### src/rtl/pyr_pkg.sv
`default_nettype none

package pyr_pkg;

    localparam int PIX_W      = 8;
    localparam int BEAT_PIX   = 8;
    localparam int BEAT_W     = PIX_W * BEAT_PIX;
    localparam int GRP_PIX    = 4;     // one output group per input beat
    localparam int HSUM_W     = 12;    // up to 16 x 255
    localparam int VSUM_W     = 16;
    localparam logic [VSUM_W-1:0] ROUND = VSUM_W'(128);

    localparam int MAX_WIDTH  = 512;
    localparam int MAX_HEIGHT = 512;
    localparam int WIDTH_W    = 10;
    localparam int HEIGHT_W   = 10;
    localparam int GRP_ADDR_W = 6;     // group index within a row

    // line buffer banks
    localparam int N_LINES    = 5;
    localparam int BANK_W     = 3;
    localparam logic [BANK_W-1:0] TAP_CUR = BANK_W'(5);  // current row, not a bank

    typedef enum logic {
        BORDER_REPLICATE,
        BORDER_REFLECT_101
    } border_e;

    typedef enum logic [1:0] {
        ST_IDLE,
        ST_ROW,
        ST_DRAIN,
        ST_DONE
    } ctrl_state_e;

    typedef logic [GRP_PIX-1:0][HSUM_W-1:0] hgroup_t;
    typedef hgroup_t [N_LINES-1:0]          hlines_t;
    typedef logic [N_LINES-1:0][BANK_W-1:0] tap_sel_t;   // tap 0 is the top row
    typedef logic [GRP_PIX-1:0][PIX_W-1:0]  ogroup_t;    // byte 0 is leftmost

endpackage

`default_nettype wire

### src/rtl/pyr_hor_filter.sv
`timescale 1ns/1ps
`default_nettype none

module pyr_hor_filter
    import pyr_pkg::*;
(
    input  logic               clk,
    input  logic               i_beat_valid,
    input  logic [BEAT_W-1:0]  i_beat_data,
    input  logic               i_row_first,
    input  logic               i_row_last,
    input  border_e            i_border,
    output logic               o_hgrp_valid,
    output hgroup_t            o_hgrp
);

    logic [BEAT_PIX-1:0][PIX_W-1:0]   beat_pix;
    logic [BEAT_PIX+1:0][PIX_W-1:0]   hist;      // pixels 8j-2 .. 8j+7 after beat j
    logic [BEAT_PIX+2:0][PIX_W-1:0]   win;
    logic                             flush;
    logic                             s1_valid;
    logic                             s2_valid;
    logic [GRP_PIX-1:0][PIX_W:0]      s1_a;
    logic [GRP_PIX-1:0][PIX_W:0]      s1_b;
    logic [GRP_PIX-1:0][PIX_W-1:0]    s1_c;
    logic [GRP_PIX-1:0][HSUM_W-1:0]   s2_a;
    logic [GRP_PIX-1:0][HSUM_W-1:0]   s2_b;

    assign beat_pix = i_beat_data;   // pixel 0 in the low byte

    // last window pixel comes from the next beat, or from the right border
    always_comb begin
        win[BEAT_PIX+1:0] = hist;
        if (flush) begin
            win[BEAT_PIX+2] = (i_border == BORDER_REFLECT_101) ? hist[BEAT_PIX]
                                                               : hist[BEAT_PIX+1];
        end else begin
            win[BEAT_PIX+2] = beat_pix[0];
        end
    end

    always_ff @(posedge clk) begin
        if (i_beat_valid) begin
            hist[BEAT_PIX+1:2] <= beat_pix;
            if (i_row_first) begin
                // left pad, pixels -2 and -1
                if (i_border == BORDER_REFLECT_101) begin
                    hist[0] <= beat_pix[2];
                    hist[1] <= beat_pix[1];
                end else begin
                    hist[0] <= beat_pix[0];
                    hist[1] <= beat_pix[0];
                end
            end else begin
                hist[1:0] <= hist[BEAT_PIX+1:BEAT_PIX];
            end
        end
    end

    // valid chain clears itself while no beats arrive
    always_ff @(posedge clk) begin
        flush        <= i_beat_valid && i_row_last;
        s1_valid     <= (i_beat_valid && !i_row_first) || flush;
        s2_valid     <= s1_valid;
        o_hgrp_valid <= s2_valid;
    end

    // 1 4 6 4 1 as (a+e) + 4(b+d) + 4c + 2c
    always_ff @(posedge clk) begin
        for (int i = 0; i < GRP_PIX; i++) begin
            s1_a[i]   <= {1'b0, win[2*i]} + {1'b0, win[2*i+4]};
            s1_b[i]   <= {1'b0, win[2*i+1]} + {1'b0, win[2*i+3]};
            s1_c[i]   <= win[2*i+2];
            s2_a[i]   <= {3'b000, s1_a[i]} + {1'b0, s1_b[i], 2'b00};
            s2_b[i]   <= {2'b00, s1_c[i], 2'b00} + {3'b000, s1_c[i], 1'b0};
            o_hgrp[i] <= s2_a[i] + s2_b[i];
        end
    end

endmodule

`default_nettype wire

### config.mk
export PLATFORM = sky130hd
export DESIGN_NAME = pyr_hor_filter
export DESIGN_NICKNAME = d
export VERILOG_FILES = /design/src/rtl/pyr_pkg.sv /design/src/rtl/pyr_hor_filter.sv
export SDC_FILE = /design/constraint.sdc
export NUM_CORES = 1
export LEC_CHECK = 0
export BUFFER_PORTS_ARGS = -buffer_cell sky130_fd_sc_hd__buf_2
export CELL_PAD_IN_SITES_DETAIL_PLACEMENT = 0
export CELL_PAD_IN_SITES_GLOBAL_PLACEMENT = 2
export CORE_MARGIN = 10
export CORE_UTILIZATION = 43
export DETAILED_ROUTE_END_ITERATION = 8
export PLACE_DENSITY_LB_ADDON = 0.1
export SLEW_MARGIN = 20
export SYNTH_ARGS = -nofsm -noshare
export SYNTH_HDL_FRONTEND = slang
export SYNTH_SLANG_ARGS = --single-unit
### constraint.sdc
create_clock -name clk -period 7 [get_ports clk]
set_clock_uncertainty 0.2 [all_clocks]
set_input_delay 0.7 -clock clk [delete_from_list [all_inputs] [get_ports clk]]
set_output_delay 0.7 -clock clk [all_outputs]
set_load 0.1 [all_outputs]
Word-level counts from Yosys, hierarchy flattened
Index checks and enable logic that the tools add are counted.
Widths: inputs -> output; s select.
{ "word_totals": {"ff_bits": 328, "latch_bits": 0, "ramBits": 0, "romBits": 0, "input_bits": 69, "out_inout_bits": 49, "wordCells": 66, "mem_count": 0} }
{ "op_classes": {"n_addsub": 20, "mul": 0, "n_div": 0, "order_cmp": 0, "n_eq_ne": 0, "shifts": 0, "muxes": 4, "n_bitwise": 0, "reduce_logical": 4} }
{ "op_table": {"columns": ["operator", "n"], "rows": [
  ["$add 8x8->9", 8],
  ["$add 12x11->12", 4],
  ["$add 9x11->12", 4],
  ["$add 10x9->11", 4],
  ["$mux 16", 2],
  ["$mux 8", 2],
  ["$logic_and 1x1->1", 2],
  ["$logic_not 1->1", 1],
  ["$logic_or 1x1->1", 1]
]} }

Longest topological paths before layout
{ "depth": {"ltp_word": 3, "depth_mapped": 10, "depth_no_buf": 9} }

Worst setup path after synthesis
No wires, ideal clock.
{ "synth_path": {"path_type": "input to register", "from": "input i_border", "to": "register s1_a[35] (netlist name)", "setup_time_ns": 0.126, "arrival_ns": 2.473, "required_time_ns": 6.674, "slack_ns": 4.201, "stages": 10, "n_path_buf": 1, "path_cell_list": "buf_2 > mux2i_1 > a21oi_1 > ha_1 > fa_1 > a21o_1 > a21oi_1 > o21ai_0 > nor4_1 > nor3_1"} }
{ "synth_via": {"elab_chain_len": 3} }
{ "synth_lines": {"columns": ["item", "line_no", "text"], "rows": [
  ["start: declaration", "pyr_hor_filter.sv:12", "input border_e i_border,"],
  ["$mux 8", "pyr_hor_filter.sv:35", "win[BEAT_PIX+2] = (i_border == BORDER_REFLECT_101) ? hist[BEAT_PIX]"],
  ["$mux 8", "pyr_hor_filter.sv:34", "if (flush) begin"],
  ["$add 8x8->9", "pyr_hor_filter.sv:71", "s1_a[i] <= {1'b0, win[2*i]} + {1'b0, win[2*i+4]};"],
  ["end signal: indexed assignment", "pyr_hor_filter.sv:71", null],
  ["end: declaration", "pyr_hor_filter.sv:23", "logic [GRP_PIX-1:0][PIX_W:0] s1_a;"]
]} }
Every way passes these cells.
A chain may end at the register's enable or synchronous reset.

Worst setup path after layout
Ends and elaborated chain as after synthesis.

==> summary.txt <==
Run status
  • Status: finished, final reports clean

Yosys
  • Synth area leaders: dfxtp_1 (34%), edfxtp_1 (17%), ha_1 (15%), xnor2_1 (5.0%), a21oi_1 (4.2%)
  • Syn_nets: 1514
  • Largest area contributor in the netlist: dfxtp_1
  • Post-synth cell types: 47
  • Asr flop ratio synth: 0
  • Syn. warnings: 0
  • Avg Cell Area, Syn: 11.3 µm²
  • Flops & latches, synth: 324
  • Netlist Area Pre-Place: 14200 µm²
  • Ys flop type: dfxtp_1
  • Syn Inst Count: 1257
  • Sequential fraction of the synthesis area: 0.515
  • Top-area cell type share of the netlist area: 0.345
  • Number of synthesized flops with an enable pin: 80

Flow run
  • Max Cap Viol: 0

Clock tree
  • CTS tree: built
  • Total CTS buffers: 37
  • Worst-skew pair later-pin latency: 520 ps
  • Reg clk slew, reported paths: 60 ps
  • Cts repair resizes: 0
  • Setup Fix Bufs, Post-CTS: 0
  • H-tree levels: 2
  • Worst-case clock buffer depth: 3
  • Post-CTS Hold Fix Bufs: 0
  • Sink Count: 324
  • Clock Root Buffer: clkbuf_16

Critical path
  • Reg2reg path depth: 8
  • CP startpoint kind: input pin
  • CP peak stage delay: 520 ps
  • End of the critical path: s1_a[35]
  • Worst path buffer plus inverter count: 1
  • Maximum fanout along the worst path: 32
  • CP top delay family: compound AO/OA/AOI/OAI gates
  • RR Startpoint: flush
  • Crit path top cell by count: a21oi_1
  • Worst setup path startpoint: i_border
  • Stages on worst setup path: 10
  • Setup CP Type: in2reg
  • Slowest CP cell: buf_2
  • Flop2flop setup slack: 4370 ps
  • Worst R2R End: s1_a[35]
  • Critical Path, Cell by Cell: buf_2, mux2i_1, a21oi_1, ha_1, fa_1, a21o_1, a21oi_1, o21ai_0, nor4_1, nor3_1
  • Worst Path Arrival: 3090 ps
  • Crit end category: flip-flop
  • CP required: 7210 ps

Cells and area
  • Most frequent cells in the layout: dfxtp_1 (244), ha_1 (168), a21oi_1 (118)
  • Fin cells: 1880
  • Most common cell after layout, fill and taps aside: dfxtp_1
  • Share of cells above drive strength 1: 0.129
  • Synth-to-Final Area Change: 16.4%
  • Nets: 1663

STA
  • FMAX: 0.347 GHz
  • Hold_ws: 124 ps
  • Final worst path period share: 0.412
  • Final Slew Violations: 0
  • Fin. Hold Viols: 0
  • Slew margin rel.: 0.549
  • Final TNS setup: 0 ps
  • Unrepaired setup endpoints after global routing: no
  • Final Critical Period: 2880 ps
  • Least-Margin Pin Slew: 677 ps
  • # setup viols final: 0

Power and ir drop
  • PwrDens: 474 nW/µm²
  • VDD IR max: 0.423 mV
  • LEAKAGE: 0.00718 µW

Global route
  • Number of global-route vias before repair: 9150
  • Largest net degree at the start of global routing: 82
  • Met3 GRT Util: 0.0345
  • GRT met1 Usage: 0.214
  • Gr busiest metal: met2
  • Met2 Usage GRT: 0.237
  • Initial antenna violation count: 5
  • Total global routing track utilization: 0.155
  • First-pass GRT wire length: 50000 µm
  • Total grt overflow: 0

Floorplan
  • Die area: 40600 µm²
  • # rows: 66
  • Die span in x: 201 µm
  • Initial core utilization: 0.435
  • Core Region: 32500 µm²
  • Die Y: 201 µm
  • I/O Pins: 118

Routing
  • Via-to-Cell Ratio: 4.94
  • Via count: 9289
  • DRT Wirelength: 31600 µm
  • # DRC: 0
  • Post-route ant nets: 0
  • Wirelength per Cell: 16.8 µm
  • Initial drt markers: 546
  • Detailed Routing Iterations Pass 1: 5

Placed design
  • I/O Buffers: 117
  • Dpl cells: 1808
  • Final Wtd Congestion: 0.797
  • Dpl hpwl: 24500 µm

Worst hold path
  • Min-Delay Path Class: reg2reg
  • Hold Startpoint: s1_a[1]
-- Yosys cell counts (5+ instances only) --
master     number
xor2_1         51
or2_2           7
nor2_1         83
nand3_1        48
nor3_1         35
o211ai_1       14
o2111ai_1       8
a21oi_1       118
clkbuf_1        7
o21ai_0        25
xnor2_1        81
a21o_1         20
edfxtp_1       80
nand2_1        53
nor2b_1        21
or3_1           5
o21bai_1       18
mux2i_1         8
dfxtp_1       244
and3_1         10
a31oi_1         6
ha_1          168
inv_1          72
o21a_1          6
nor4_1          9
fa_1           20
-- sequential cells by signal, summed over array words and instances (netlist names) --
signal	flops
hist	80
s2_valid	1
s1_a	36
s1_valid	1
s1_b	36
o_hgrp_valid	1
s1_c	32
s2_a	48
o_hgrp	48
flush	1
s2_b	40
-- worst register-to-register path: stages, from the launching register on --
cell and delay, ps:
dfxtp_1 670, a21oi_1 150, ha_1 240, fa_1 410, a21o_1 170, a21oi_1 230
o21ai_0 190, nor4_1 190, nor3_1 80
-- where the power goes --
group	leakage, µW	switching, µW	total [µW]	internal [µW]
Combinational	0.00377	2180	3300	1120
Clock	0.000572	744	1830	1090
Sequential	0.00284	217	2670	2450
-- worst min-delay path by stage --
stage | cells after the start | slack (ps) | to
6_report | 0 | 120 | s2_a[1]
2_1_floorplan | 0 | 110 | o_hgrp[0]
3_5_place_dp | 0 | 110 | s2_a[24]
5_1_grt | 0 | 130 | s2_a[1]
3_3_place_gp | 0 | 110 | s2_a[1]
4_1_cts | 0 | 120 | s2_a[1]
-- logic make-up (layout without fill, tap and decap cells) --
family | count (synthesis) | after routing | synth area share
other | 0 | 3 | 0
AO/OA/AOI/OAI | 240 | 240 | 0.105
buffers and inverters | 81 | 259 | 0.0216
multiplexers | 8 | 8 | 0.00566
adder cells (fa/ha/maj) | 188 | 188 | 0.177
flip-flops | 324 | 324 | 0.515
XOR/XNOR | 132 | 132 | 0.0817
AND/OR/NAND/NOR | 284 | 284 | 0.0949
-- stage by stage --
step                      area (µm²)  utilization  worst slack [ps]  power, µW
after floorplan                14200            -              4200       5390
after detailed placement       15300        0.469              3620       6030
after global routing           16500        0.506              3920       8360
after global placement         15300        0.469              3640       6030
after CTS                      16400        0.505              4170       7910
final                          16500        0.506              4120       7800
-- final cells by class --
| type | instances | area (µm²) |
|---|---|---|
| fillers | 3042 | 16100 |
| flip-flops and latches | 324 | 7290 |
| multi-input cells | 852 | 6570 |
| clock buffers | 51 | 1050 |
| repair buffers | 119 | 623 |
| well taps | 442 | 553 |
| inverters | 72 | 270 |
| clock inverters | 17 | 119 |
| diodes | 3 | 7.51 |
-- routing by layer --
metal / up-vias / wire length [µm]
li1: 4756 / -
met1: 4300 / 15500
met4: 0 / 685
met2: 196 / 13700
met5: - / 0
met3: 37 / 1770
Note: power is estimated with default switching activity, not from simulation.
