[config.mk]
export PLATFORM = sky130hd
export DESIGN_NAME = pyr_ver_filter
export DESIGN_NICKNAME = d
export VERILOG_FILES = /design/src/rtl/pyr_pkg.sv /design/src/rtl/pyr_ver_filter.sv
export SDC_FILE = /design/constraint.sdc
export NUM_CORES = 1
export LEC_CHECK = 0
export BUFFER_PORTS_ARGS = -buffer_cell sky130_fd_sc_hd__buf_2
export CAP_MARGIN = 0
export CELL_PAD_IN_SITES_DETAIL_PLACEMENT = 0
export CELL_PAD_IN_SITES_GLOBAL_PLACEMENT = 1
export CORE_AREA = 4 4 263 265
export DETAILED_ROUTE_END_ITERATION = 10
export DIE_AREA = 0 0 267 269
export MAX_ROUTING_LAYER = met4
export PLACE_DENSITY = 0.82
export SLEW_MARGIN = 20
export SYNTH_ARGS = -nofsm -noshare
export SYNTH_HDL_FRONTEND = slang
export SYNTH_SLANG_ARGS = --single-unit
[constraint.sdc]
create_clock -name clk -period 3.8 [get_ports clk]
set_input_delay 0.38 -clock clk [delete_from_list [all_inputs] [get_ports clk]]
set_output_delay 0.38 -clock clk [all_outputs]
set_load 0.01 [all_outputs]
[src/rtl/pyr_pkg.sv]
`default_nettype none

package pyr_pkg;

    localparam int PIX_W      = 8;
    localparam int BEAT_PIX   = 8;
    localparam int BEAT_W     = PIX_W * BEAT_PIX;
    localparam int GRP_PIX    = 4;     // one output group per input beat
    localparam int HSUM_W     = 12;    // up to 16 x 255
    localparam int VSUM_W     = 16;
    localparam logic [VSUM_W-1:0] ROUND = VSUM_W'(128);

    localparam int MAX_WIDTH  = 512;
    localparam int MAX_HEIGHT = 512;
    localparam int WIDTH_W    = 10;
    localparam int HEIGHT_W   = 10;
    localparam int GRP_ADDR_W = 6;     // group index within a row

    // line buffer banks
    localparam int N_LINES    = 5;
    localparam int BANK_W     = 3;
    localparam logic [BANK_W-1:0] TAP_CUR = BANK_W'(5);  // current row, not a bank

    typedef enum logic {
        BORDER_REPLICATE,
        BORDER_REFLECT_101
    } border_e;

    typedef enum logic [1:0] {
        ST_IDLE,
        ST_ROW,
        ST_DRAIN,
        ST_DONE
    } ctrl_state_e;

    typedef logic [GRP_PIX-1:0][HSUM_W-1:0] hgroup_t;
    typedef hgroup_t [N_LINES-1:0]          hlines_t;
    typedef logic [N_LINES-1:0][BANK_W-1:0] tap_sel_t;   // tap 0 is the top row
    typedef logic [GRP_PIX-1:0][PIX_W-1:0]  ogroup_t;    // byte 0 is leftmost

endpackage

`default_nettype wire

[src/rtl/pyr_ver_filter.sv]
`timescale 1ns/1ps
`default_nettype none

module pyr_ver_filter
    import pyr_pkg::*;
(
    input  logic      clk,
    input  logic      rst,
    input  logic      i_hgrp_valid,
    input  hgroup_t   i_hgrp,
    input  hlines_t   i_lines,
    input  logic      i_ver_en,
    input  tap_sel_t  i_tap_sel,
    output logic      o_out_valid,
    output ogroup_t   o_out_data
);

    hgroup_t                          cur_d;      // lines up with the buffer read
    hgroup_t                          tap [N_LINES];
    logic                             v0;
    logic                             v1;
    logic                             v2;
    logic [GRP_PIX-1:0][HSUM_W:0]     s1_a;
    logic [GRP_PIX-1:0][HSUM_W:0]     s1_b;
    hgroup_t                          s1_c;
    logic [GRP_PIX-1:0][VSUM_W-1:0]   s2_a;
    logic [GRP_PIX-1:0][VSUM_W-1:0]   s2_b;
    logic [GRP_PIX-1:0][VSUM_W-1:0]   vsum;

    always_ff @(posedge clk) begin
        cur_d <= i_hgrp;
    end

    always_ff @(posedge clk) begin
        if (rst) begin
            v0          <= 1'b0;
            v1          <= 1'b0;
            v2          <= 1'b0;
            o_out_valid <= 1'b0;
        end else begin
            v0          <= i_hgrp_valid && i_ver_en;
            v1          <= v0;
            v2          <= v1;
            o_out_valid <= v2;
        end
    end

    always_comb begin
        for (int k = 0; k < N_LINES; k++) begin
            if (i_tap_sel[k] == TAP_CUR) tap[k] = cur_d;
            else tap[k] = i_lines[i_tap_sel[k]];
        end
    end

    always_comb begin
        for (int i = 0; i < GRP_PIX; i++) begin
            vsum[i] = s2_a[i] + s2_b[i];
        end
    end

    // same 1 4 6 4 1 split as the row pass, rounding folded into stage 2
    always_ff @(posedge clk) begin
        for (int i = 0; i < GRP_PIX; i++) begin
            s1_a[i]       <= {1'b0, tap[0][i]} + {1'b0, tap[4][i]};
            s1_b[i]       <= {1'b0, tap[1][i]} + {1'b0, tap[3][i]};
            s1_c[i]       <= tap[2][i];
            s2_a[i]       <= {3'b000, s1_a[i]} + {1'b0, s1_b[i], 2'b00};
            s2_b[i]       <= {2'b00, s1_c[i], 2'b00} + {3'b000, s1_c[i], 1'b0} + ROUND;
            o_out_data[i] <= vsum[i][VSUM_W-1 -: PIX_W];    // divide by 256
        end
    end

endmodule

`default_nettype wire

# [Word level (Yosys, flattened, before mapping)]
# Index checks and enable logic that the tools add are counted.
# Widths: inputs -> output; s select.
[word_totals] regBits=364 elab_cells=82
[classes] add_sub_neg=24 order_cmp=5 n_eq_ne=5 n_mux=15 reduce_logical=1
[ops] op="$bmux 48 s3" count=5
[ops] op="$mux 48" count=10
[ops] op="$add 12x12->13" count=8
[ops] op="$add 13x15->16" count=4
[ops] op="$add 15x8->16 const B" count=4
[ops] op="$add 16x16->16" count=4
[ops] op="$add 14x13->15" count=4
[ops] op="$lt 3x4->1 const B" count=5
[ops] op="$eq 3x3->1 const B" count=5
[ops] op="$logic_and 1x1->1" count=1

# [Depth between registers and ports, before layout]
# Gate-level depths: netlist of the first run.
[logic_depth] word_depth=4 ltp_mapped=16 mapped_depth_nobuf=14

# [Least setup slack after synthesis of the first run]
# OpenSTA, ideal clock, no wires.
[synth_timing] path_kind="input to register" startpoint="input i_tap_sel[9] in the netlist's numbering" endpoint="register s1_b[49] in the netlist's numbering" arrival_ns=3.676 required_ns=3.677 path_slack_ns=0.001 cell_stages=16 n_path_buf=4 path_cell_list="buf_2 -> buf_2 -> buf_2 -> buf_2 -> mux2i_1 -> o22ai_1 -> ha_1 -> fa_1 -> a21o_1 -> a21oi_1 -> o21bai_1 -> a21oi_1 -> o21bai_1 -> a211oi_1 -> o21bai_1 -> xor2_1"
[synth_via] elab_chain_cells=4 word_cells_on_any_way=5 cone_classes="add/sub (1); eq/ne (1); mux (3)"
[synth_rtl] element="start, declared" line_no="pyr_ver_filter.sv:13" text="input tap_sel_t i_tap_sel,"
[synth_rtl] element="$bmux 48 s3" line_no="pyr_ver_filter.sv:51" text="else tap[k] = i_lines[i_tap_sel[k]];"
[synth_rtl] element="$mux 48 (implied by the code)" line_no="pyr_ver_filter.sv:51"
[synth_rtl] element="$mux 48 *" line_no="pyr_ver_filter.sv:50" text="if (i_tap_sel[k] == TAP_CUR) tap[k] = cur_d;"
[synth_rtl] element="$add 12x12->13 *" line_no="pyr_ver_filter.sv:65" text="s1_b[i] <= {1'b0, tap[1][i]} + {1'b0, tap[3][i]};"
[synth_rtl] element="end signal, assigned by index" line_no="pyr_ver_filter.sv:65"
[synth_rtl] element="end, declared" line_no="pyr_ver_filter.sv:24" text="logic [GRP_PIX-1:0][HSUM_W:0] s1_b;"
# Every way passes the cells marked *; elsewhere a longest branch is shown, timed or not. The select of a mux whose other input is x is not followed.
# A chain may end at the register's enable or synchronous reset.

# [Worst setup path in the final report of the first run]
[layout_timing] startpoint="input i_tap_sel[4] in the netlist's numbering" endpoint="register s1_b[36] in the netlist's numbering"
# The elaborated chain is that of the path after synthesis.

==> results.sh, run 1 <==
export IMPL_run_status="finished, final reports clean"
export IMPL_combPwrFrac_pct=44.9
export IMPL_design_area_sq_um=32800
export IMPL_max_cap_violations=0
export IMPL_cts_sinks=348
export IMPL_clockRootBuffer="clkbuf_16"
export IMPL_dpl_instance_area_sq_um=30700
export IMPL_clkLatencyLatePin_ps=590
export IMPL_drt_total_wl_um=89300
export IMPL_vias=23700
export IMPL_die_height_um=269
export IMPL_yosys_area_top_type="dfxtp_1"
export IMPL_r2r_end="s1_a[38]$_DFF_P_"
export IMPL_startpoint="i_tap_sel[4]"
export IMPL_worstPathRequired_ps=4250
export IMPL_period_needed_ps=3200
export IMPL_powerDensity_nw_per_um2=540
export IMPL_core_sq_um=66800
export IMPL_antenna_found_initial=29
export IMPL_layout_drive_gt1_share_pct=23.4
export IMPL_place_ws_ps=131
export IMPL_clk_pin_slew_ps=60
export IMPL_grt_max_degree=49
export IMPL_area_delta_synth_final_pct=18.0
export IMPL_row_count=95
export IMPL_p_int_uw=11300
export IMPL_fin_hold_ws_ps=35.2
export IMPL_finalNetCount=3769
export IMPL_syn_inst=2802
export IMPL_fin_tns_setup_ps=0
export IMPL_cts_made_buffers=44
export IMPL_drtIter0Drc=1771
export IMPL_slew_headroom_pct=34.5
export IMPL_ir_drop_mv=0.347
export IMPL_finClkSkew_ps=26.9
export IMPL_fin_ws_ps=602
export IMPL_met3_wirelength_um=8660
export IMPL_yosys_warnings=0
export IMPL_synthArstFlopShare_pct=0
export IMPL_synth_ff_latch_count=348
export IMPL_hp_class="in2reg"
export IMPL_p_sw_share_pct=36.1
export IMPL_wl_per_cell_um=21.8
export IMPL_fp_dieW_um=267
export IMPL_grt_pass1_wl_um=137000
export IMPL_cts_tree="yes"
export IMPL_syn_area_sq_um=27800
export IMPL_pwr_share_clk_pct=24.9
export IMPL_worstReg2RegStart="cur_d[24]$_DFF_P_"
export IMPL_place_hpwl_um=69700
export IMPL_multi_input_area_sq_um=18900
export IMPL_utilization_pct=49.0
export IMPL_report_final_slew_viol_count=0
export IMPL_critical_path_endpoint="s1_b[36]$_DFF_P_"
export IMPL_finalCritPeriodShare_pct=84.2
export IMPL_cp_max_fo=19
export IMPL_met2_length_um=40700
export IMPL_worst_r2r_setup_slack_ps=760
export IMPL_hold_violations=0
export IMPL_postSynthAreaPerCell_sq_um=9.91
export IMPL_tightest_slew_ps=982
export IMPL_grt_pass1_vias=23500
export IMPL_p_seq_share_pct=30.2
export IMPL_yosysSeqAreaShare_pct=25.1
export IMPL_ff2ff_path_depth=12
export IMPL_cts_path_max_buffers=3
export IMPL_io_pins=340
export IMPL_synth_fp_nets=3402
export IMPL_num_fill_cells=6295
export IMPL_critical_path_class="in2reg"
export IMPL_ys_top_cells_by_area="dfxtp_1 (25%), mux4_2 (18%), ha_1 (12%)"
export IMPL_port_buffers=339
export IMPL_whs_path_depth=3
export IMPL_antenna_left=0
export IMPL_rsz0062_at_grt="no"
export IMPL_met1_length_um=37500
export IMPL_end_kind="flop"
export IMPL_gp_congestion=0.967
export IMPL_crit_path_start_kind="input port"
export IMPL_synth_cell_type_count=71
export IMPL_drc=0
export IMPL_fmax_mhz=313
export IMPL_track_usage_pct=25.1
export IMPL_setup_viol=0
export IMPL_dr_pass1_iters=5
export IMPL_routed_top_layer="met4"
export IMPL_cp_arrival_ps=3650
export IMPL_synth_edf_count=0
export IMPL_synth_flop_cell="dfxtp_1"
export IMPL_grt_overflow_total=0
export IMPL_die_area_sq_um=71800
export IMPL_leakage_uw=0.0153
export IMPL_netlist_area_leader_share_pct=25.1
export IMPL_layout_area_seq_sq_um=6970
export IMPL_start_util_pct=41.6
export IMPL_viasPerCell=5.78
export IMPL_power_switching_uw=6390
export IMPL_cts_max_level=2
## stage by stage
step	power (uW)	cells
floorplan	11200	2802
global placement	13200	3947
detailed placement	13300	3947
CTS	17800	4077
global route	19000	4099
finish	17700	4104
## worst min path at each step
stage	to	slack, ps	from
5_1_grt	v0$_SDFF_PP0_	20	i_ver_en
3_3_place_gp	s2_a[1]$_DFF_P_	310	s1_a[1]$_DFF_P_
4_1_cts	v0$_SDFF_PP0_	1	i_ver_en
2_1_floorplan	s2_a[17]$_DFF_P_	310	s1_a[14]$_DFF_P_
3_5_place_dp	s2_a[1]$_DFF_P_	310	s1_a[1]$_DFF_P_
6_report	v0$_SDFF_PP0_	40	i_ver_en
## critical path: stages
cell      delay (ps)
buf_2            330
nand2b_2         370
buf_4            350
o22ai_1          180
fa_1             470
a21o_1           180
a21oi_1          250
o21bai_1         100
a21oi_1          250
o21bai_1         130
a211oi_1         350
o21bai_1         140
xor2_1           150
## power groups by stage
| stage | Combinational (uW) | Sequential, uW | Clock [uW] |
|---|---|---|---|
| final | 7930 | 5330 | 4410 |
| after global routing | 8910 | 5440 | 4670 |
| after CTS | 7950 | 5350 | 4530 |
| after detailed placement | 7840 | 5420 | 0 |
| after global placement | 7780 | 5410 | 0 |
| after floorplan | 5870 | 5360 | 0 |
## routing by layer
metal / global-route usage (%) / vias up
li1: - / 11200
met1: 32.0 / 11300
met2: 39.8 / 1055
met3: 6.58 / 152
met4: 6.87 / 0
met5: - / -
## placed cells by master (no fill, tap or decap), types with 27 or more instances in the layout
master	Yosys	layout
o22ai_1	254	254
xnor2_1	130	130
buf_4	2	68
buf_2	47	332
o21a_1	30	30
dlygate4sd3_1	0	49
a21o_1	32	32
xor2_1	30	30
ha_1	277	277
o21bai_1	39	39
mux4_2	218	218
nand3_1	30	30
a21oi_1	106	106
clkbuf_16	0	44
diode_2	0	27
inv_1	333	333
nor2_1	104	104
mux2i_1	237	237
nand2_1	70	70
dfxtp_1	348	348
nor3_1	79	79
nor2b_1	33	33
o21ai_0	39	39
## state kept, by name, summed over array words and instances, names as in the netlist
register and cells:
cur_d 48, o_out_data 32, o_out_valid 1, s1_a 48, s1_b 52, s1_c 48, s2_a 60, s2_b 56
v0 1, v1 1, v2 1
## layout make-up
cell class | count | area share [%]
diodes | 27 | 0.206
clock buffers | 57 | 3.72
clock inverters | 24 | 0.921
inverters | 334 | 3.83
multi-input cells | 1977 | 57.8
flip-flops and latches | 348 | 21.3
well taps | 873 | 3.33
repair buffers | 464 | 8.91
## logic make-up (layout without fill, tap and decap cells)
family	after synthesis	count (layout)	share of synthesized area [%]
and+or+nand+nor	420	420	7.58
DFF	348	348	25.1
muxes	462	462	26.5
other	0	27	0
xor gates and xnor gates	160	160	5.05
buffers and inverters	477	879	6.77
adders and majority gates	293	293	13.6
AOI/OAI and AO/OA	642	642	15.4
## what timing repair did
action | in CTS | in global routing
hold buffers | 49 | 0
setup buffers | 0 | 0
hold endpoints to repair | 52 | 0
resized for setup | 0 | 0
## synthesized netlist by cell type (8+ instances only)
cell      number
nor3_1        79
nand3_1       30
or3_1         19
a21o_1        32
a21boi_0      14
or2_2         15
xor2_1        30
nand2_1       70
mux4_2       218
nor2b_1       33
xnor2_1      130
o21a_1        30
a211oi_1      10
inv_1        333
mux2i_1      237
buf_2         47
ha_1         277
o21bai_1      39
buf_1         22
o41ai_2        8
a31oi_1       13
o21ai_1       15
nand2b_1      26
dfxtp_1      348
and3_1        12
o22ai_1      254
o211ai_1       8
a22o_1         9
o21ai_0       39
clkbuf_1      69
o311a_1        8
a21oi_1      106
nor2_1       104
fa_1          16
No activity file was read; power rests on OpenSTA's default activity.
==> run 2, diff against run 1 <==
clock period = 2.65 ns   (was 3.8 ns; I/O delays follow)
==> run 2 against run 1 <==
Effect of this change:
- the run now ends with negative setup slack left
- sequential power rose by 44%
- critical path depth up 4
- first-iteration DRC count is 2.9% higher
- global-route usage rose by 0.76 points
- clock skew is 7.5 ps lower
- routed wire length rose by 4.0%
- total power grew 52%
- die area did not move
- register-to-register slack worse by 790 ps
- worst hold slack improved by 12 ps
==> results.sh, run 2 (same netlist as run 1, synthesis figures left out) <==
export IMPL_finalCritPeriodShare_pct=102
export IMPL_cts_made_buffers=46
export IMPL_met3_wirelength_um=7760
export IMPL_run_status="finished, violations left"
export IMPL_slew_headroom_pct=61.5
export IMPL_hp_class="in2reg"
export IMPL_die_height_um=269
export IMPL_track_usage_pct=25.9
export IMPL_met1_length_um=39300
export IMPL_grt_pass1_vias=25100
export IMPL_tightest_slew_ps=575
export IMPL_cp_arrival_ps=3150
export IMPL_grt_pass1_wl_um=141000
export IMPL_core_sq_um=66800
export IMPL_crit_buf_inv=3
export IMPL_max_stage_delay_ps=360
export IMPL_max_cap_violations=0
export IMPL_grt_max_degree=41
export IMPL_drc=0
export IMPL_regMostFlops="s2_a"
export IMPL_worstPathRequired_ps=3110
export IMPL_fmax_mhz=371
export IMPL_startpoint="i_tap_sel[11]"
export IMPL_gp_congestion=0.935
export IMPL_clockRootBuffer="clkbuf_16"
export IMPL_viasPerCell=5.68
export IMPL_fin_ws_ps=-42.9
export IMPL_vias=25000
export IMPL_top_regs="s2_a x60, s2_b x56, s1_b x52"
export IMPL_cts_path_max_buffers=3
export IMPL_routed_top_layer="met4"
export IMPL_final_cell_mix="buf_4 (340), dfxtp_1 (336), buf_2 (330)"
export IMPL_worstReg2RegStart="cur_d[12]$_DFF_P_"
export IMPL_place_ws_ps=-682
export IMPL_wl_per_cell_um=21.1
export IMPL_period_needed_ps=2690
export IMPL_place_hpwl_um=72300
export IMPL_met2_length_um=43100
export IMPL_min_from="i_lines[226]"
export IMPL_violations="negative setup slack"
export IMPL_port_buffers=339
export IMPL_area_delta_synth_final_pct=29.6
export IMPL_leakage_uw=0.0170
export IMPL_crit_path_start_kind="input port"
export IMPL_report_final_slew_viol_count=0
export IMPL_cts_max_level=2
export IMPL_die_area_sq_um=71800
export IMPL_fin_tns_setup_ps=-76.9
export IMPL_cts_tree="yes"
export IMPL_rsz0062_at_grt="yes"
export IMPL_row_count=95
export IMPL_ir_drop_mv=0.472
export IMPL_cpMaxStageDelayCell="fa_2"
export IMPL_clk_pin_slew_ps=60
export IMPL_largest_reg_flops=60
export IMPL_cp_max_fo=10
export IMPL_cp_cell_sequence="buf_4 -> buf_12 -> or2_4 -> buf_12 -> o22ai_2 -> nand2b_1 -> a22o_1 -> ha_2 -> fa_2 -> a21o_1 -> a21oi_2 -> o21bai_2 -> a21oi_2 -> o21bai_2 -> a211oi_2 -> o21bai_1 -> xor2_1"
export IMPL_io_pins=340
export IMPL_end_kind="flop"
export IMPL_start_util_pct=41.6
export IMPL_hold_violations=0
export IMPL_grt_overflow_total=0
export IMPL_fp_dieW_um=267
export IMPL_final_common_cell="buf_4"
export IMPL_antenna_left=0
export IMPL_finClkSkew_ps=19.4
export IMPL_drtIter0Drc=1823
export IMPL_powerDensity_nw_per_um2=746
export IMPL_utilization_pct=53.9
export IMPL_crit_family="compound AO/OA/AOI/OAI gates"
export IMPL_cts_sinks=348
export IMPL_setup_viol=2
export IMPL_dpl_instance_area_sq_um=33200
export IMPL_finalNetCount=4073
export IMPL_antenna_found_initial=20
export IMPL_design_area_sq_um=36000
export IMPL_clkLatencyLatePin_ps=580
export IMPL_dr_pass1_iters=5
export IMPL_critical_path_class="in2reg"
export IMPL_drt_total_wl_um=92900
export IMPL_layout_drive_gt1_share_pct=33.5
-- run 2: cell count changes in the layout (fill, tap and decap cells not counted), sizes merged --
cell and change:
dlygate4sd3 +2, diode -9, buf +299, bufinv +1, clkinv +4, clkbuf +5, inv -2, clkinvlp -4
-- run 2: power breakdown --
group | leakage [uW] | total (uW) | switching (uW) | internal [uW]
logic | 0.0133 | 12500 | 6260 | 6200
clock network | 0.000805 | 6680 | 2540 | 4140
registers | 0.00293 | 7690 | 675 | 7020
-- run 2: final timing paths --
check                           cells after the start  slack, ps          endpoint
worst max-delay path                               17        -40  s1_b[23]$_DFF_P_
worst min-delay path                                3         50  s1_c[34]$_DFF_P_
worst max register to register                     12        -30  s1_a[25]$_DFF_P_
worst min register to register                      0        330   s2_a[1]$_DFF_P_
-- run 2: layout make-up --
type                       instances  area, sq um
sequential                       348         6990
antenna                           18         45.0
multi-input combinational       1977        19500
clock inverter                    23          289
fill                            5982        30800
timing repair buffer             766         5520
inverter                         334         1250
tap                              873         1090
clock buffer                      61         1340
-- run 2: per-layer routing --
| layer | up-vias | track usage [%] |
|---|---|---|
| met3 | 191 | 5.42 |
| met5 | - | - |
| li1 | 11800 | - |
| met4 | 0 | 8.18 |
| met1 | 11900 | 33.1 |
| met2 | 1001 | 41.3 |
-- run 2: metrics by stage --
stage	total power, uW	cells	hold slack (ps)
detailed placement	19900	4222	319
CTS	26900	4365	13.8
global route	28800	4398	46.7
finish	26800	4400	46.8
floorplan	16300	2802	293
global placement	19700	4222	312
-- run 2: repair_timing --
item                       CTS  global route
resized for setup           18            67
setup endpoints to repair   11            32
hold endpoints to repair    52             0
pin swaps                    7            41
hold buffers                51             0
cloned                       0             1
setup buffers                8            16
-- run 2: worst reg2reg max path: cells and delay by family, from the launching register on --
kind | cells | cell delay, ps
simple gates | 2 | 130
compound gates | 9 | 1700
fa+ha+maj | 1 | 360
flops | 1 | 360
