## src/rtl/pyr_pkg.sv

```systemverilog
`default_nettype none

package pyr_pkg;

    localparam int PIX_W      = 8;
    localparam int BEAT_PIX   = 8;
    localparam int BEAT_W     = PIX_W * BEAT_PIX;
    localparam int GRP_PIX    = 4;     // one output group per input beat
    localparam int HSUM_W     = 12;    // up to 16 x 255
    localparam int VSUM_W     = 16;
    localparam logic [VSUM_W-1:0] ROUND = VSUM_W'(128);

    localparam int MAX_WIDTH  = 512;
    localparam int MAX_HEIGHT = 512;
    localparam int WIDTH_W    = 10;
    localparam int HEIGHT_W   = 10;
    localparam int GRP_ADDR_W = 6;     // group index within a row

    // line buffer banks
    localparam int N_LINES    = 5;
    localparam int BANK_W     = 3;
    localparam logic [BANK_W-1:0] TAP_CUR = BANK_W'(5);  // current row, not a bank

    typedef enum logic {
        BORDER_REPLICATE,
        BORDER_REFLECT_101
    } border_e;

    typedef enum logic [1:0] {
        ST_IDLE,
        ST_ROW,
        ST_DRAIN,
        ST_DONE
    } ctrl_state_e;

    typedef logic [GRP_PIX-1:0][HSUM_W-1:0] hgroup_t;
    typedef hgroup_t [N_LINES-1:0]          hlines_t;
    typedef logic [N_LINES-1:0][BANK_W-1:0] tap_sel_t;   // tap 0 is the top row
    typedef logic [GRP_PIX-1:0][PIX_W-1:0]  ogroup_t;    // byte 0 is leftmost

endpackage

`default_nettype wire

```

## src/rtl/pyr_ctrl.sv

```systemverilog
`timescale 1ns/1ps
`default_nettype none

module pyr_ctrl
    import pyr_pkg::*;
(
    input  logic                   clk,
    input  logic                   rst,
    input  logic                   i_start,
    input  logic [WIDTH_W-1:0]     i_width,
    input  logic [HEIGHT_W-1:0]    i_height,
    input  border_e                i_border,
    input  logic                   i_beat_valid,
    input  logic                   i_hgrp_valid,
    input  logic                   i_out_valid,
    output logic                   o_row_ready,
    output logic                   o_busy,
    output logic                   o_frame_done,
    output border_e                o_border,
    output logic                   o_row_first,
    output logic                   o_row_last,
    output logic                   o_wr_en,
    output logic [BANK_W-1:0]      o_wr_bank,
    output logic [GRP_ADDR_W-1:0]  o_grp_addr,
    output logic                   o_ver_en,
    output tap_sel_t               o_tap_sel
);

    ctrl_state_e               state;
    border_e                   border_r;
    logic [GRP_ADDR_W-1:0]     last_grp;    // groups per row minus one
    logic [HEIGHT_W-1:0]       last_row;
    logic [HEIGHT_W-1:0]       row;
    logic [GRP_ADDR_W-1:0]     beat_cnt;
    logic [GRP_ADDR_W-1:0]     grp_cnt;
    logic [GRP_ADDR_W-1:0]     out_cnt;
    logic [BANK_W-1:0]         wr_bank;
    logic                      hgrp_done;
    logic                      out_done;
    logic                      hgrp_last;
    logic                      out_last;
    logic                      first_out;
    logic                      last_out;
    logic                      row_complete;

    // bank index modulo the number of banks
    function automatic logic [BANK_W-1:0] bank_add(input logic [BANK_W-1:0] b,
                                                   input logic [BANK_W-1:0] k);
        logic [BANK_W:0] s;
        s = {1'b0, b} + {1'b0, k};
        if (s >= N_LINES) begin
            s = s - (BANK_W+1)'(N_LINES);
        end
        return s[BANK_W-1:0];
    endfunction

    assign hgrp_last = i_hgrp_valid && (grp_cnt == last_grp);
    assign out_last  = i_out_valid && (out_cnt == last_grp);
    assign first_out = (row == HEIGHT_W'(2));
    assign last_out  = (row == last_row);   // centred on the row above
    assign row_complete = (hgrp_done || hgrp_last) && (!o_ver_en || out_done || out_last);

    always_ff @(posedge clk) begin
        if (rst) begin
            state     <= ST_IDLE;
            border_r  <= BORDER_REPLICATE;
            last_grp  <= '0;
            last_row  <= '0;
            row       <= '0;
            beat_cnt  <= '0;
            grp_cnt   <= '0;
            out_cnt   <= '0;
            wr_bank   <= '0;
            hgrp_done <= 1'b0;
            out_done  <= 1'b0;
        end else begin
            if (i_hgrp_valid) grp_cnt <= grp_cnt + 1'b1;
            if (i_out_valid)  out_cnt <= out_cnt + 1'b1;
            if (hgrp_last)    hgrp_done <= 1'b1;
            if (out_last)     out_done <= 1'b1;

            case (state)
                ST_IDLE: begin
                    if (i_start) begin
                        border_r <= i_border;
                        last_grp <= GRP_ADDR_W'((i_width >> 3) - 1'b1);
                        last_row <= i_height - 1'b1;
                        row      <= '0;
                        wr_bank  <= '0;
                        beat_cnt <= '0;
                        state    <= ST_ROW;
                    end
                end
                ST_ROW: begin
                    if (i_beat_valid) begin
                        if (o_row_last) begin
                            beat_cnt <= '0;
                            state    <= ST_DRAIN;
                        end else begin
                            beat_cnt <= beat_cnt + 1'b1;
                        end
                    end
                end
                ST_DRAIN: begin
                    // row stored, and its output row sent if it had one
                    if (row_complete) begin
                        grp_cnt   <= '0;
                        out_cnt   <= '0;
                        hgrp_done <= 1'b0;
                        out_done  <= 1'b0;
                        if (last_out) begin
                            state <= ST_DONE;
                        end else begin
                            row     <= row + 1'b1;
                            wr_bank <= bank_add(wr_bank, BANK_W'(1));
                            state   <= ST_ROW;
                        end
                    end
                end
                default: state <= ST_IDLE;
            endcase
        end
    end

    // taps from the bank rotation, rows y-4 .. y-1 sit in wr_bank+1 .. wr_bank+4
    always_comb begin
        o_tap_sel[0] = bank_add(wr_bank, BANK_W'(1));
        o_tap_sel[1] = bank_add(wr_bank, BANK_W'(2));
        o_tap_sel[2] = bank_add(wr_bank, BANK_W'(3));
        o_tap_sel[3] = bank_add(wr_bank, BANK_W'(4));
        o_tap_sel[4] = TAP_CUR;
        if (first_out) begin
            // rows -2 and -1 above row 0
            if (border_r == BORDER_REFLECT_101) begin
                o_tap_sel[0] = TAP_CUR;
                o_tap_sel[1] = bank_add(wr_bank, BANK_W'(4));
            end else begin
                o_tap_sel[0] = bank_add(wr_bank, BANK_W'(3));
                o_tap_sel[1] = bank_add(wr_bank, BANK_W'(3));
            end
        end else if (last_out) begin
            o_tap_sel[0] = bank_add(wr_bank, BANK_W'(2));
            o_tap_sel[1] = bank_add(wr_bank, BANK_W'(3));
            o_tap_sel[2] = bank_add(wr_bank, BANK_W'(4));
            o_tap_sel[3] = TAP_CUR;
            o_tap_sel[4] = (border_r == BORDER_REFLECT_101) ? bank_add(wr_bank, BANK_W'(4))
                                                            : TAP_CUR;
        end
    end

    assign o_ver_en     = (!row[0] && (row >= HEIGHT_W'(2))) || last_out;
    assign o_row_ready  = (state == ST_ROW) && (beat_cnt == '0);
    assign o_busy       = (state != ST_IDLE);
    assign o_frame_done = (state == ST_DONE);
    assign o_border     = border_r;
    assign o_row_first  = (beat_cnt == '0);
    assign o_row_last   = (beat_cnt == last_grp);
    assign o_wr_en      = i_hgrp_valid && (state != ST_IDLE);
    assign o_wr_bank    = wr_bank;
    assign o_grp_addr   = grp_cnt;

endmodule

`default_nettype wire

```

## config.mk

```make
export PLATFORM = sky130hd
export DESIGN_NAME = pyr_ctrl
export DESIGN_NICKNAME = d
export VERILOG_FILES = /design/src/rtl/pyr_pkg.sv /design/src/rtl/pyr_ctrl.sv
export SDC_FILE = /design/constraint.sdc
export NUM_CORES = 1
export LEC_CHECK = 0
export BUFFER_PORTS_ARGS = -buffer_cell sky130_fd_sc_hd__buf_2
export CORE_UTILIZATION = 40
export CTS_CLUSTER_DIAMETER = 60
export DETAILED_ROUTE_END_ITERATION = 10
export GPL_TIMING_DRIVEN = 0
export HOLD_SLACK_MARGIN = 0.1
export PLACE_DENSITY = 0.71
export SETUP_SLACK_MARGIN = 0.02
export SLEW_MARGIN = 40
export SYNTH_ARGS = -nofsm -noshare
export SYNTH_HDL_FRONTEND = slang
export SYNTH_SLANG_ARGS = --single-unit
```

## constraint.sdc

```tcl
create_clock -name clk -period 3.6 [get_ports clk]
set_input_delay 0.36 -clock clk [delete_from_list [all_inputs] [get_ports clk]]
set_output_delay 0.36 -clock clk [all_outputs]
set_load 0.05 [all_outputs]
```

# Yosys cells after proc, flatten, opt, wreduce, memory -nomap -nowiden
# Index checks and enable logic that the tools add are counted.
totals:
  regBits: 52
  in_bits: 27
  out_inout_bits: 32
  word_cells: 103
classes:
  n_addsub: 14
  magnitude_cmp: 5
  eq_ne: 13
  n_mux: 39
  reduce_logical: 21
ops:
  columns: ["cell", "n"]
  rows:
  - ["$mux W6", 11]
  - ["$mux W10", 3]
  - ["$mux W3", 8]
  - ["$pmux W10 S2", 1]
  - ["$add A6 B1 Y6 const B", 3]
  - ["$eq A6 B6 Y1", 3]
  - ["$ge A4 B3 Y1 const B", 4]
  - ["$mux W15", 1]
  - ["$pmux W6 S2", 1]
  - ["$sub A3 B3 Y3 const B", 4]
  - ["$add A10 B1 Y10 const B", 1]
  - ["$eq A10 B10 Y1", 1]
  - ["$eq A10 B2 Y1 const B", 1]
  - ["$ge A10 B2 Y1 const B", 1]
  - ["$mux W2", 5]
  - ["$ne A2 B2 Y1 const B", 5]
  - ["$sub A10 B1 Y10 const B", 1]
  - ["$mux W9", 1]
  - ["$add A3 B2 Y4 const B", 2]
  - ["$reduce_and A4 Y1", 2]
  - ["$logic_and A1 B1 Y1", 6]
  - ["$logic_not A6 Y1", 1]
  - ["$mux W1", 6]
  - ["$pmux W2 S3", 1]
  - ["12 further kinds", 19]

# Depth between registers and ports, before layout
# Gate-level depths: netlist (run 1).
logic_depth:
  depth_word: 9
  depth_mapped: 10
  mapped_depth_nobuf: 9

# Least setup slack after synthesis (run 1)
# No wires, ideal clock.
synth_timing:
  path_type: "reg-to-output"
  from: "register wr_bank[0] (netlist: o_wr_bank[0])"
  to: "output o_tap_sel[3] (netlist bit)"
  t_arrival_ns: 2.950
  required_time_ns: 3.240
  slack_ns: 0.290
  path_stages_with_launch: 9
  n_path_buf: 1
  cell_sequence: "dfxtp_1 > clkbuf_1 > inv_1 > ha_1 > fa_1 > a21boi_0 > xnor2_1 > mux2i_1 > a21oi_1"
synth_rtl:
  columns: ["item", "line", "source"]
  rows:
  - ["start, declared", "pyr_ctrl.sv:37", "logic [BANK_W-1:0] wr_bank;"]
  - ["start signal, assigned", "pyr_ctrl.sv:115", "wr_bank <= bank_add(wr_bank, BANK_W'(1));"]
  - ["end, declared", "pyr_ctrl.sv:26", "output tap_sel_t o_tap_sel"]

==> impl_metrics.toml, run 1 <==
[outcome]
run_status = "finished, final reports clean"

[die]
fp.dieW_um = 92.4
io_pins = 59
placement_rows = 32
start_util_pct = 41.8
floorplan.die_area_mm2 = 0.00853
coreArea_mm2 = 0.00781
floorplan.die.height_um = 92.4

[setup_path]
start_to_end_type_of_the_worst_setup_path = "register to primary output"
worstPathArrival_ns = 2.86
type_of_destination_of_the_critical_path = "primary output"
cp.required_ns = 3.24
path_cells = "clkbuf_1 > inv_1 > ha_1 > ha_1 > inv_1 > mux2i_1 > nor2_1 > a21oi_1 > nor2_1 > a21oi_1 > buf_2"
cpLargestDelayFamily = "buffers and inverters"
slowest_delay_ns = 0.39
critPathMaxFanout = 9
worst_setup_path_start_kind = "register"
critical_path.slowest_cell = "clkbuf_1"
path_buf_inv = 4

[layout]
stdcell_count = 560
post-route-cell-area_mm2 = 0.00374
area_delta_synth_final_pct = 14.6
num_antenna_cells = 0
fillCellCount = 799
final_net_count = 500
drive_gt1_share_pct = 14.4

[grt]
grt-busiest-layer = "met2"
globalRouteMet1Util_pct = 23.1
grt_pass1_wl_um = 12400
overflow = 0
global_route_track_usage_on_met3_pct = 2.79
grt_start_max_net_pins = 15
grt_pass1_vias = 2743
grt.total_usage_pct = 17.7
grt_util_met2_pct = 29.6
antenna_violations_before_repair = 0

[logic_synthesis]
synth_enable_flop_cells = 0
post_synth_cell_types = 45
synth_compound_gate_area_share_pct = 14.6
synthesis.instances = 398
synth_area_mm2 = 0.00327
mappedNetlistNets = 441
multiplexer_share_of_the_synthesized_area_pct = 3.98
synth_ff_type = "dfxtp_1"
synth-xor-area-share_pct = 16.4
number_of_storage_elements_in_the_synthesis_netlist = 52
synth_top_cell_by_area = "dfxtp_1"
synth-adder-area-share_pct = 6.36
postSynthAreaPerCell_um2 = 8.21
async_set_or_reset_register_ratio_after_synthesis_pct = 0
synth_simple_gate_area_share_pct = 22.5
ys_seq_area_share_pct = 31.9
largest_family_of_logic_cells_by_synthesized_area = "simple AND/OR/NAND/NOR gates"
yosys_warnings = 0
ys_top_cells_by_area = "dfxtp_1 32%, xor2_1 9.1%, nor2_1 7.2%"
yosysTopAreaCellShare_pct = 31.9

[power_and_ir_drop]
cellPowerDensity_mw_per_mm2 = 359
cellLeakagePower_nw = 1.61
max-vdd-ir-drop_mv = 0.165

[place]
place_area_mm2 = 0.00365
post-place-cells = 552
finalWeightedCongestion = 0.849
port-buffer-count = 52
place.detailed.hpwl_um = 5560
dp_worst_setup_slack_ns = 0.712

[clock_network]
clock_sinks = 52
cts_repair_resize_count = 0
clockBufferDepth = 2
cts_max_level = 2
numCtsBuffers = 5
post_cts.repair.setup_buffers = 0
clk_root_buffer_cell = "clkbuf_8"
cts_hold_buf = 0
clk_transition_reported_paths_ns = 0.09
tritoncts = "done"
clk_latency_ns = 0.30

[sta]
setup_ws_ns = 0.384
max_slew_margin_pct = 62.2
unrepaired_setup_endpoints_after_global_routing = "no"
totalNegativeSetupSlack_ns = 0
max_slew_violation_total_from_the_final_report = 0
fin_hold_ws_ns = 0.271
timing.final.crit_period_ns = 3.22
timing.final.setup_violations = 0
final-hold-violation-count = 0
worst_clock_skew_ns = 0.00595
final.period_utilization_pct = 89.3
tightest_slew_ns = 0.567
max_freq_mhz = 311

[route]
route.detailed.drc = 0
postRouteAntennaNets = 0
drt-total-wl_um = 7050
routed_wire_length_per_instance_um = 12.6
vias_per_cell = 5.14
dr.first_iter.drc_count = 119
firstDrtPassIters = 4
dr_total_vias = 2876

[worst_hold_path]
timing.hold.worst.class = "primary input to register"

[flow_run]
maxCapViolations = 0
[cell type report]
class / instances / area, µm² / share of cell area [%]
buffer: 19 / 76.3 / 2.04
clock buffer: 8 / 90.1 / 2.41
inverter: 18 / 67.6 / 1.80
multi-input combinational: 309 / 2080 / 55.6
sequential: 52 / 1040 / 27.8
tap: 102 / 128 / 3.41
timing repair buffer: 52 / 260 / 6.95
[worst register-to-register path: stages, from the launching register on]
cell	delay (ns)
dfxtp_1	0.38
nor4_1	0.45
nand2_1	0.16
o31ai_4	0.33
o2111ai_4	0.23
or4_1	0.51
a21oi_1	0.15
[per-stage QoR]
stage               power, W  utilization, %
finish               0.00134            47.9
CTS                  0.00135            47.9
global route         0.00141            47.9
detailed placement   0.00102            46.8
global placement     0.00101            46.8
floorplan           0.000926               -
[path summary, 6_finish.rpt]
check / start / endpoint / slack (ns) / cells after the start
worst max-delay path: o_wr_bank[0]$_SDFFE_PP0P_ / o_tap_sel[5] / 0.38 / 11
worst min register to register: last_row[2]$_SDFFE_PP0P_ / last_row[2]$_SDFFE_PP0P_ / 0.52 / 2
worst max register to register: row[5]$_SDFFE_PP0P_ / row[6]$_SDFFE_PP0P_ / 1.32 / 6
worst min-delay path: i_width[3] / last_grp[0]$_SDFFE_PP0P_ / 0.27 / 2
[state kept, by name, summed over array words and instances, names as in the netlist, 2 cells and up]
signal	cells
o_grp_addr	6
state	2
beat_cnt	6
o_wr_bank	3
last_row	10
last_grp	6
row	10
out_cnt	6
[cells in the final DEF, fill, tap and decap left out, types with 4 or more instances in the layout]
master	n
a211oi_1	15
nor3_1	7
a21oi_1	15
nor4_1	8
o21ai_0	10
nand3_1	14
or4_1	4
and3_1	4
dfxtp_1	52
clkbuf_1	14
clkbuf_8	6
nand2b_1	4
xor2_1	34
mux2i_1	13
o31ai_1	4
buf_2	56
nor2_1	63
ha_1	15
nand2_1	24
inv_1	18
xnor2_1	27
nand4_1	7
[where the power goes]
part           switching [W]  total [W]  internal, W
combinational       0.000241   0.000361     0.000120
sequential         0.0000338   0.000640     0.000606
clock               0.000184   0.000341     0.000157
[synth_stat cells (2+ instances only)]
| master | number |
|---|---|
| clkbuf_1 | 12 |
| nand4_1 | 7 |
| nor4_1 | 8 |
| buf_1 | 3 |
| o21ai_0 | 10 |
| o21a_1 | 3 |
| inv_1 | 18 |
| nor2_1 | 63 |
| nor3_1 | 7 |
| nor3b_1 | 3 |
| a21oi_1 | 15 |
| ha_1 | 15 |
| mux2i_1 | 13 |
| or4_1 | 4 |
| and2_1 | 3 |
| dfxtp_1 | 52 |
| or3_1 | 3 |
| nand2_1 | 24 |
| nand2b_1 | 4 |
| nand3_1 | 14 |
| o31ai_1 | 4 |
| o41ai_1 | 3 |
| nor2b_1 | 3 |
| and4_1 | 2 |
| a41o_1 | 2 |
| o211ai_1 | 3 |
| xor2_1 | 34 |
| a211oi_1 | 15 |
| xnor2_1 | 27 |
| buf_2 | 4 |
| and3_1 | 4 |
| a21o_1 | 3 |
[kinds of logic (layout without fill, tap and decap cells)]
group | after synthesis | after routing
xor gates and xnor gates | 61 | 61
AOI/OAI and AO/OA | 66 | 66
DFF | 52 | 52
adders and majority gates | 16 | 16
and+or+nand+nor | 153 | 153
buffers and inverters | 37 | 97
muxes | 13 | 13
[metal layers]
metal,up-vias,wire [µm]
met1,1316,3420
met5,-,0
li1,1501,-
met2,48,3300
met3,11,206
met4,0,129
Note: power is estimated with default switching activity, not from simulation.
==> inputs of run 2 (changes only) <==
- CORE_ASPECT_RATIO: unset -> 1.2
==> impl_metrics.toml, run 2 (same netlist as run 1, synthesis figures left out) <==
[die]
io_pins = 59
coreArea_mm2 = 0.00779
placement_rows = 35
fp.dieW_um = 84.5
floorplan.die_area_mm2 = 0.00853
start_util_pct = 41.9
floorplan.die.height_um = 101

[layout]
area_delta_synth_final_pct = 15.0
num_antenna_cells = 0
most-common-layout-cells = "63 x nor2_1, 56 x buf_2, 52 x dfxtp_1"
most_frequent_standard_cell_in_the_layout_excluding_fill_and_tap_cells = "nor2_1"
largest_registers = "last_row: 10 flops, row: 10 flops"
final_net_count = 500
drive_gt1_share_pct = 14.8
fillCellCount = 750
post-route-cell-area_mm2 = 0.00376

[outcome]
run_status = "finished, violations left"
violations = "DRC"

[clock_network]
cts_hold_buf = 0
clk_transition_reported_paths_ns = 0.10
cts_repair_resize_count = 0
cts_max_level = 2
clk_latency_ns = 0.31
clockBufferDepth = 2
clk_root_buffer_cell = "clkbuf_8"
clock_sinks = 52
post_cts.repair.setup_buffers = 0
tritoncts = "done"
numCtsBuffers = 5

[sta]
final.period_utilization_pct = 87.3
final-hold-violation-count = 0
timing.final.crit_period_ns = 3.14
max_freq_mhz = 318
totalNegativeSetupSlack_ns = 0
worst_clock_skew_ns = 0.00284
timing.final.setup_violations = 0
fin_hold_ws_ns = 0.259
max_slew_violation_total_from_the_final_report = 0
max_slew_margin_pct = 61.9
tightest_slew_ns = 0.572
unrepaired_setup_endpoints_after_global_routing = "no"

[route]
postRouteAntennaNets = 0
route.detailed.drc = 2
dr.first_iter.drc_count = 109
routed_wire_length_per_instance_um = 12.5
dr_total_vias = 2873
vias_per_cell = 5.22
drt-total-wl_um = 6880
firstDrtPassIters = 7

[setup_path]
start_to_end_type_of_the_worst_setup_path = "register to primary output"
path_cells = "clkbuf_1 > inv_1 > ha_1 > fa_1 > a21boi_0 > a21oi_1 > inv_1 > a32oi_1 > o21ai_0 > buf_2"
slowest_delay_ns = 0.38
critPathMaxFanout = 9
cp.required_ns = 3.24
worst_setup_path_start_kind = "register"
critical_path.slowest_cell = "dfxtp_1"
type_of_destination_of_the_critical_path = "primary output"
rrSetupSlack_ns = 1.30
worstPathArrival_ns = 2.78
critical_path.most_common_cell = "inv_1"

[place]
place.detailed.hpwl_um = 5400
port-buffer-count = 52
place_area_mm2 = 0.00364
finalWeightedCongestion = 0.865

[grt]
antenna_violations_before_repair = 0
grt.total_usage_pct = 16.8
overflow = 0
grt_pass1_vias = 2668
grt_start_max_net_pins = 18
grt_pass1_wl_um = 11800

[power_and_ir_drop]
max-vdd-ir-drop_mv = 0.204
cellLeakagePower_nw = 1.62
cellPowerDensity_mw_per_mm2 = 376

[worst_hold_path]
timing.hold.worst.class = "primary input to register"

[flow_run]
maxCapViolations = 0
run 2: cell count changes in the layout (fill, tap and decap cells not counted), sizes merged:
cell and change:
bufinv +1, clkbuf -3, inv +1, clkinvlp +1
run 2: power breakdown:
group	internal (W)	total, W	switching, W
clock	0.000210	0.000413	0.000204
sequential	0.000607	0.000640	0.0000338
combinational	0.000121	0.000360	0.000239
run 2: cell type report:
cell class	instances	area (µm²)	share of cell area, %
sequential	52	1040	27.7
buffer	19	76.3	2.03
tap	92	115	3.06
clock buffer	5	68.8	1.83
timing repair buffer	52	260	6.93
multi-input combinational	309	2080	55.4
inverter	18	67.6	1.80
clock inverter	3	46.3	1.23
run 2: per-layer routing:
layer / part of all wire [%] / track usage [%]
met1: 47 / 20.9
met2: 49 / 29.3
met3: 3.6 / 3.03
met4: 1.2 / 5.48
met5: 0 / 0
run 2: per-stage QoR:
step	worst slack, ns	power [W]	util (%)	cells
2_1_floorplan	0.290	0.000926	-	398
3_3_place_gp	0.822	0.00101	46.7	542
3_5_place_dp	0.809	0.00102	46.7	542
4_1_cts	0.463	0.00143	48.2	550
5_1_grt	0.247	0.00149	48.2	550
6_report	0.458	0.00141	48.2	550
run 2: worst paths after layout:
check / start / end / depth (start not counted)
setup reg to reg: row[5]$_SDFFE_PP0P_ / row[4]$_SDFFE_PP0P_ / 6
hold reg to reg: last_row[1]$_SDFFE_PP0P_ / last_row[1]$_SDFFE_PP0P_ / 2
setup / recovery: o_wr_bank[0]$_SDFFE_PP0P_ / o_tap_sel[4] / 10
hold / removal: i_width[3] / last_grp[0]$_SDFFE_PP0P_ / 2
run 2: critical path: cells and delay by family (launching register included):
family | cells | cell delay, ns
AOI/OAI and AO/OA | 4 | 0.70
adders and majority gates | 2 | 0.61
buffers and inverters | 4 | 0.79
DFF | 1 | 0.38
==> inputs of run 3 (changes only) <==
- CORE_ASPECT_RATIO: 1.2 -> 1.5
==> impl_metrics.toml, run 3 (same netlist as run 1, synthesis figures left out) <==
[die]
start_util_pct = 41.0
io_pins = 59
coreArea_mm2 = 0.00796
fp.dieW_um = 75.8
floorplan.die.height_um = 113
floorplan.die_area_mm2 = 0.00854
placement_rows = 40

[clock_network]
cts_repair_resize_count = 0
clk_root_buffer_cell = "clkbuf_16"
cts_max_level = 2
tritoncts = "done"
clk_latency_ns = 0.28
cts_hold_buf = 0
post_cts.repair.setup_buffers = 0
numCtsBuffers = 5
clock_sinks = 52
clockBufferDepth = 2
clk_transition_reported_paths_ns = 0.06

[sta]
max_freq_mhz = 312
final.period_utilization_pct = 89.1
totalNegativeSetupSlack_ns = 0
tightest_slew_ns = 0.524
final-hold-violation-count = 0
timing.final.setup_violations = 0
unrepaired_setup_endpoints_after_global_routing = "no"
worst_clock_skew_ns = 0.00338
timing.final.crit_period_ns = 3.21
max_slew_violation_total_from_the_final_report = 0
max_slew_margin_pct = 65.1

[grt]
overflow = 0
grt_pass1_wl_um = 12200
grt.total_usage_pct = 18.2
grt_pass1_vias = 2756
antenna_violations_before_repair = 0
grt_start_max_net_pins = 15

[layout]
fillCellCount = 780
area_delta_synth_final_pct = 16.1
final_net_count = 500
stdcell_count = 562
most_frequent_standard_cell_in_the_layout_excluding_fill_and_tap_cells = "nor2_1"
drive_gt1_share_pct = 14.4
num_antenna_cells = 0
most-common-layout-cells = "63 x nor2_1, 56 x buf_2, 52 x dfxtp_1"
largest_registers = "last_row: 10 flops, row: 10 flops"

[power_and_ir_drop]
cellPowerDensity_mw_per_mm2 = 384
cellLeakagePower_nw = 1.63
max-vdd-ir-drop_mv = 0.193

[setup_path]
critPathMaxFanout = 9
type_of_destination_of_the_critical_path = "primary output"
worst_setup_path_start_kind = "register"
cp.required_ns = 3.24
worstPathArrival_ns = 2.85
start_to_end_type_of_the_worst_setup_path = "register to primary output"

[route]
dr.first_iter.drc_count = 116
vias_per_cell = 5.23
dr_total_vias = 2941
route.detailed.drc = 0
drt-total-wl_um = 7430
firstDrtPassIters = 4
postRouteAntennaNets = 0
routed_wire_length_per_instance_um = 13.2

[place]
port-buffer-count = 52
place.detailed.hpwl_um = 5850
post-place-cells = 555
finalWeightedCongestion = 0.797

[flow_run]
maxCapViolations = 0

[worst_hold_path]
timing.hold.worst.class = "primary input to register"

[outcome]
run_status = "finished, final reports clean"
[run 3: final timing paths]
path / from / endpoint / slack (ns) / depth (start not counted)
worst min-delay path: i_width[3] / last_grp[0]$_SDFFE_PP0P_ / 0.29 / 2
worst min register to register: last_row[2]$_SDFFE_PP0P_ / last_row[2]$_SDFFE_PP0P_ / 0.51 / 2
worst max-delay path: o_wr_bank[0]$_SDFFE_PP0P_ / o_tap_sel[3] / 0.39 / 9
worst max register to register: row[5]$_SDFFE_PP0P_ / row[6]$_SDFFE_PP0P_ / 1.27 / 6
[run 3: critical path, cell delays in order (launching register included)]
cell      delay (ns)
dfxtp_1         0.38
clkbuf_1        0.36
inv_1           0.15
ha_1            0.24
fa_1            0.38
a21boi_0        0.19
xnor2_1         0.30
mux2i_1         0.13
a21oi_1         0.17
buf_2           0.28
[run 3: final cells by class]
| type | instances | area, µm² | share of cell area (%) |
|---|---|---|---|
| buffer | 19 | 76.3 | 2.01 |
| clock inverter | 1 | 5.00 | 0.132 |
| tap | 105 | 131 | 3.47 |
| inverter | 18 | 67.6 | 1.78 |
| sequential | 52 | 1040 | 27.5 |
| multi-input combinational | 309 | 2080 | 54.9 |
| timing repair buffer | 52 | 260 | 6.86 |
| clock buffer | 6 | 129 | 3.40 |
[run 3: report_power, final]
part	switching (W)	total (W)	leakage (nW)	internal, W
logic	0.000244	0.000364	1.14	0.000120
clock network	0.000196	0.000449	0.0667	0.000253
registers	0.0000347	0.000642	0.424	0.000607
[run 3: routing by layer]
| metal | up-vias | share of wire (%) | global-route usage [%] |
|---|---|---|---|
| met4 | 0 | 2.4 | 6.67 |
| met2 | 63 | 55 | 34.0 |
| met1 | 1376 | 40 | 19.9 |
| li1 | 1488 | - | - |
| met5 | - | 0 | 0 |
| met3 | 14 | 2.9 | 2.15 |
[run 3: per-stage QoR]
| stage | hold WS (ns) | setup WS (ns) | util (%) | instance area, µm² | total power [W] |
|---|---|---|---|---|---|
| 2_1_floorplan | 0.456 | 0.290 | - | 3270 | 0.000926 |
| 3_3_place_gp | 0.501 | 0.779 | 46.0 | 3660 | 0.00101 |
| 3_5_place_dp | 0.504 | 0.741 | 46.0 | 3660 | 0.00102 |
| 4_1_cts | 0.285 | 0.425 | 47.6 | 3790 | 0.00147 |
| 5_1_grt | 0.295 | 0.231 | 47.6 | 3790 | 0.00153 |
| 6_report | 0.286 | 0.391 | 47.6 | 3790 | 0.00145 |
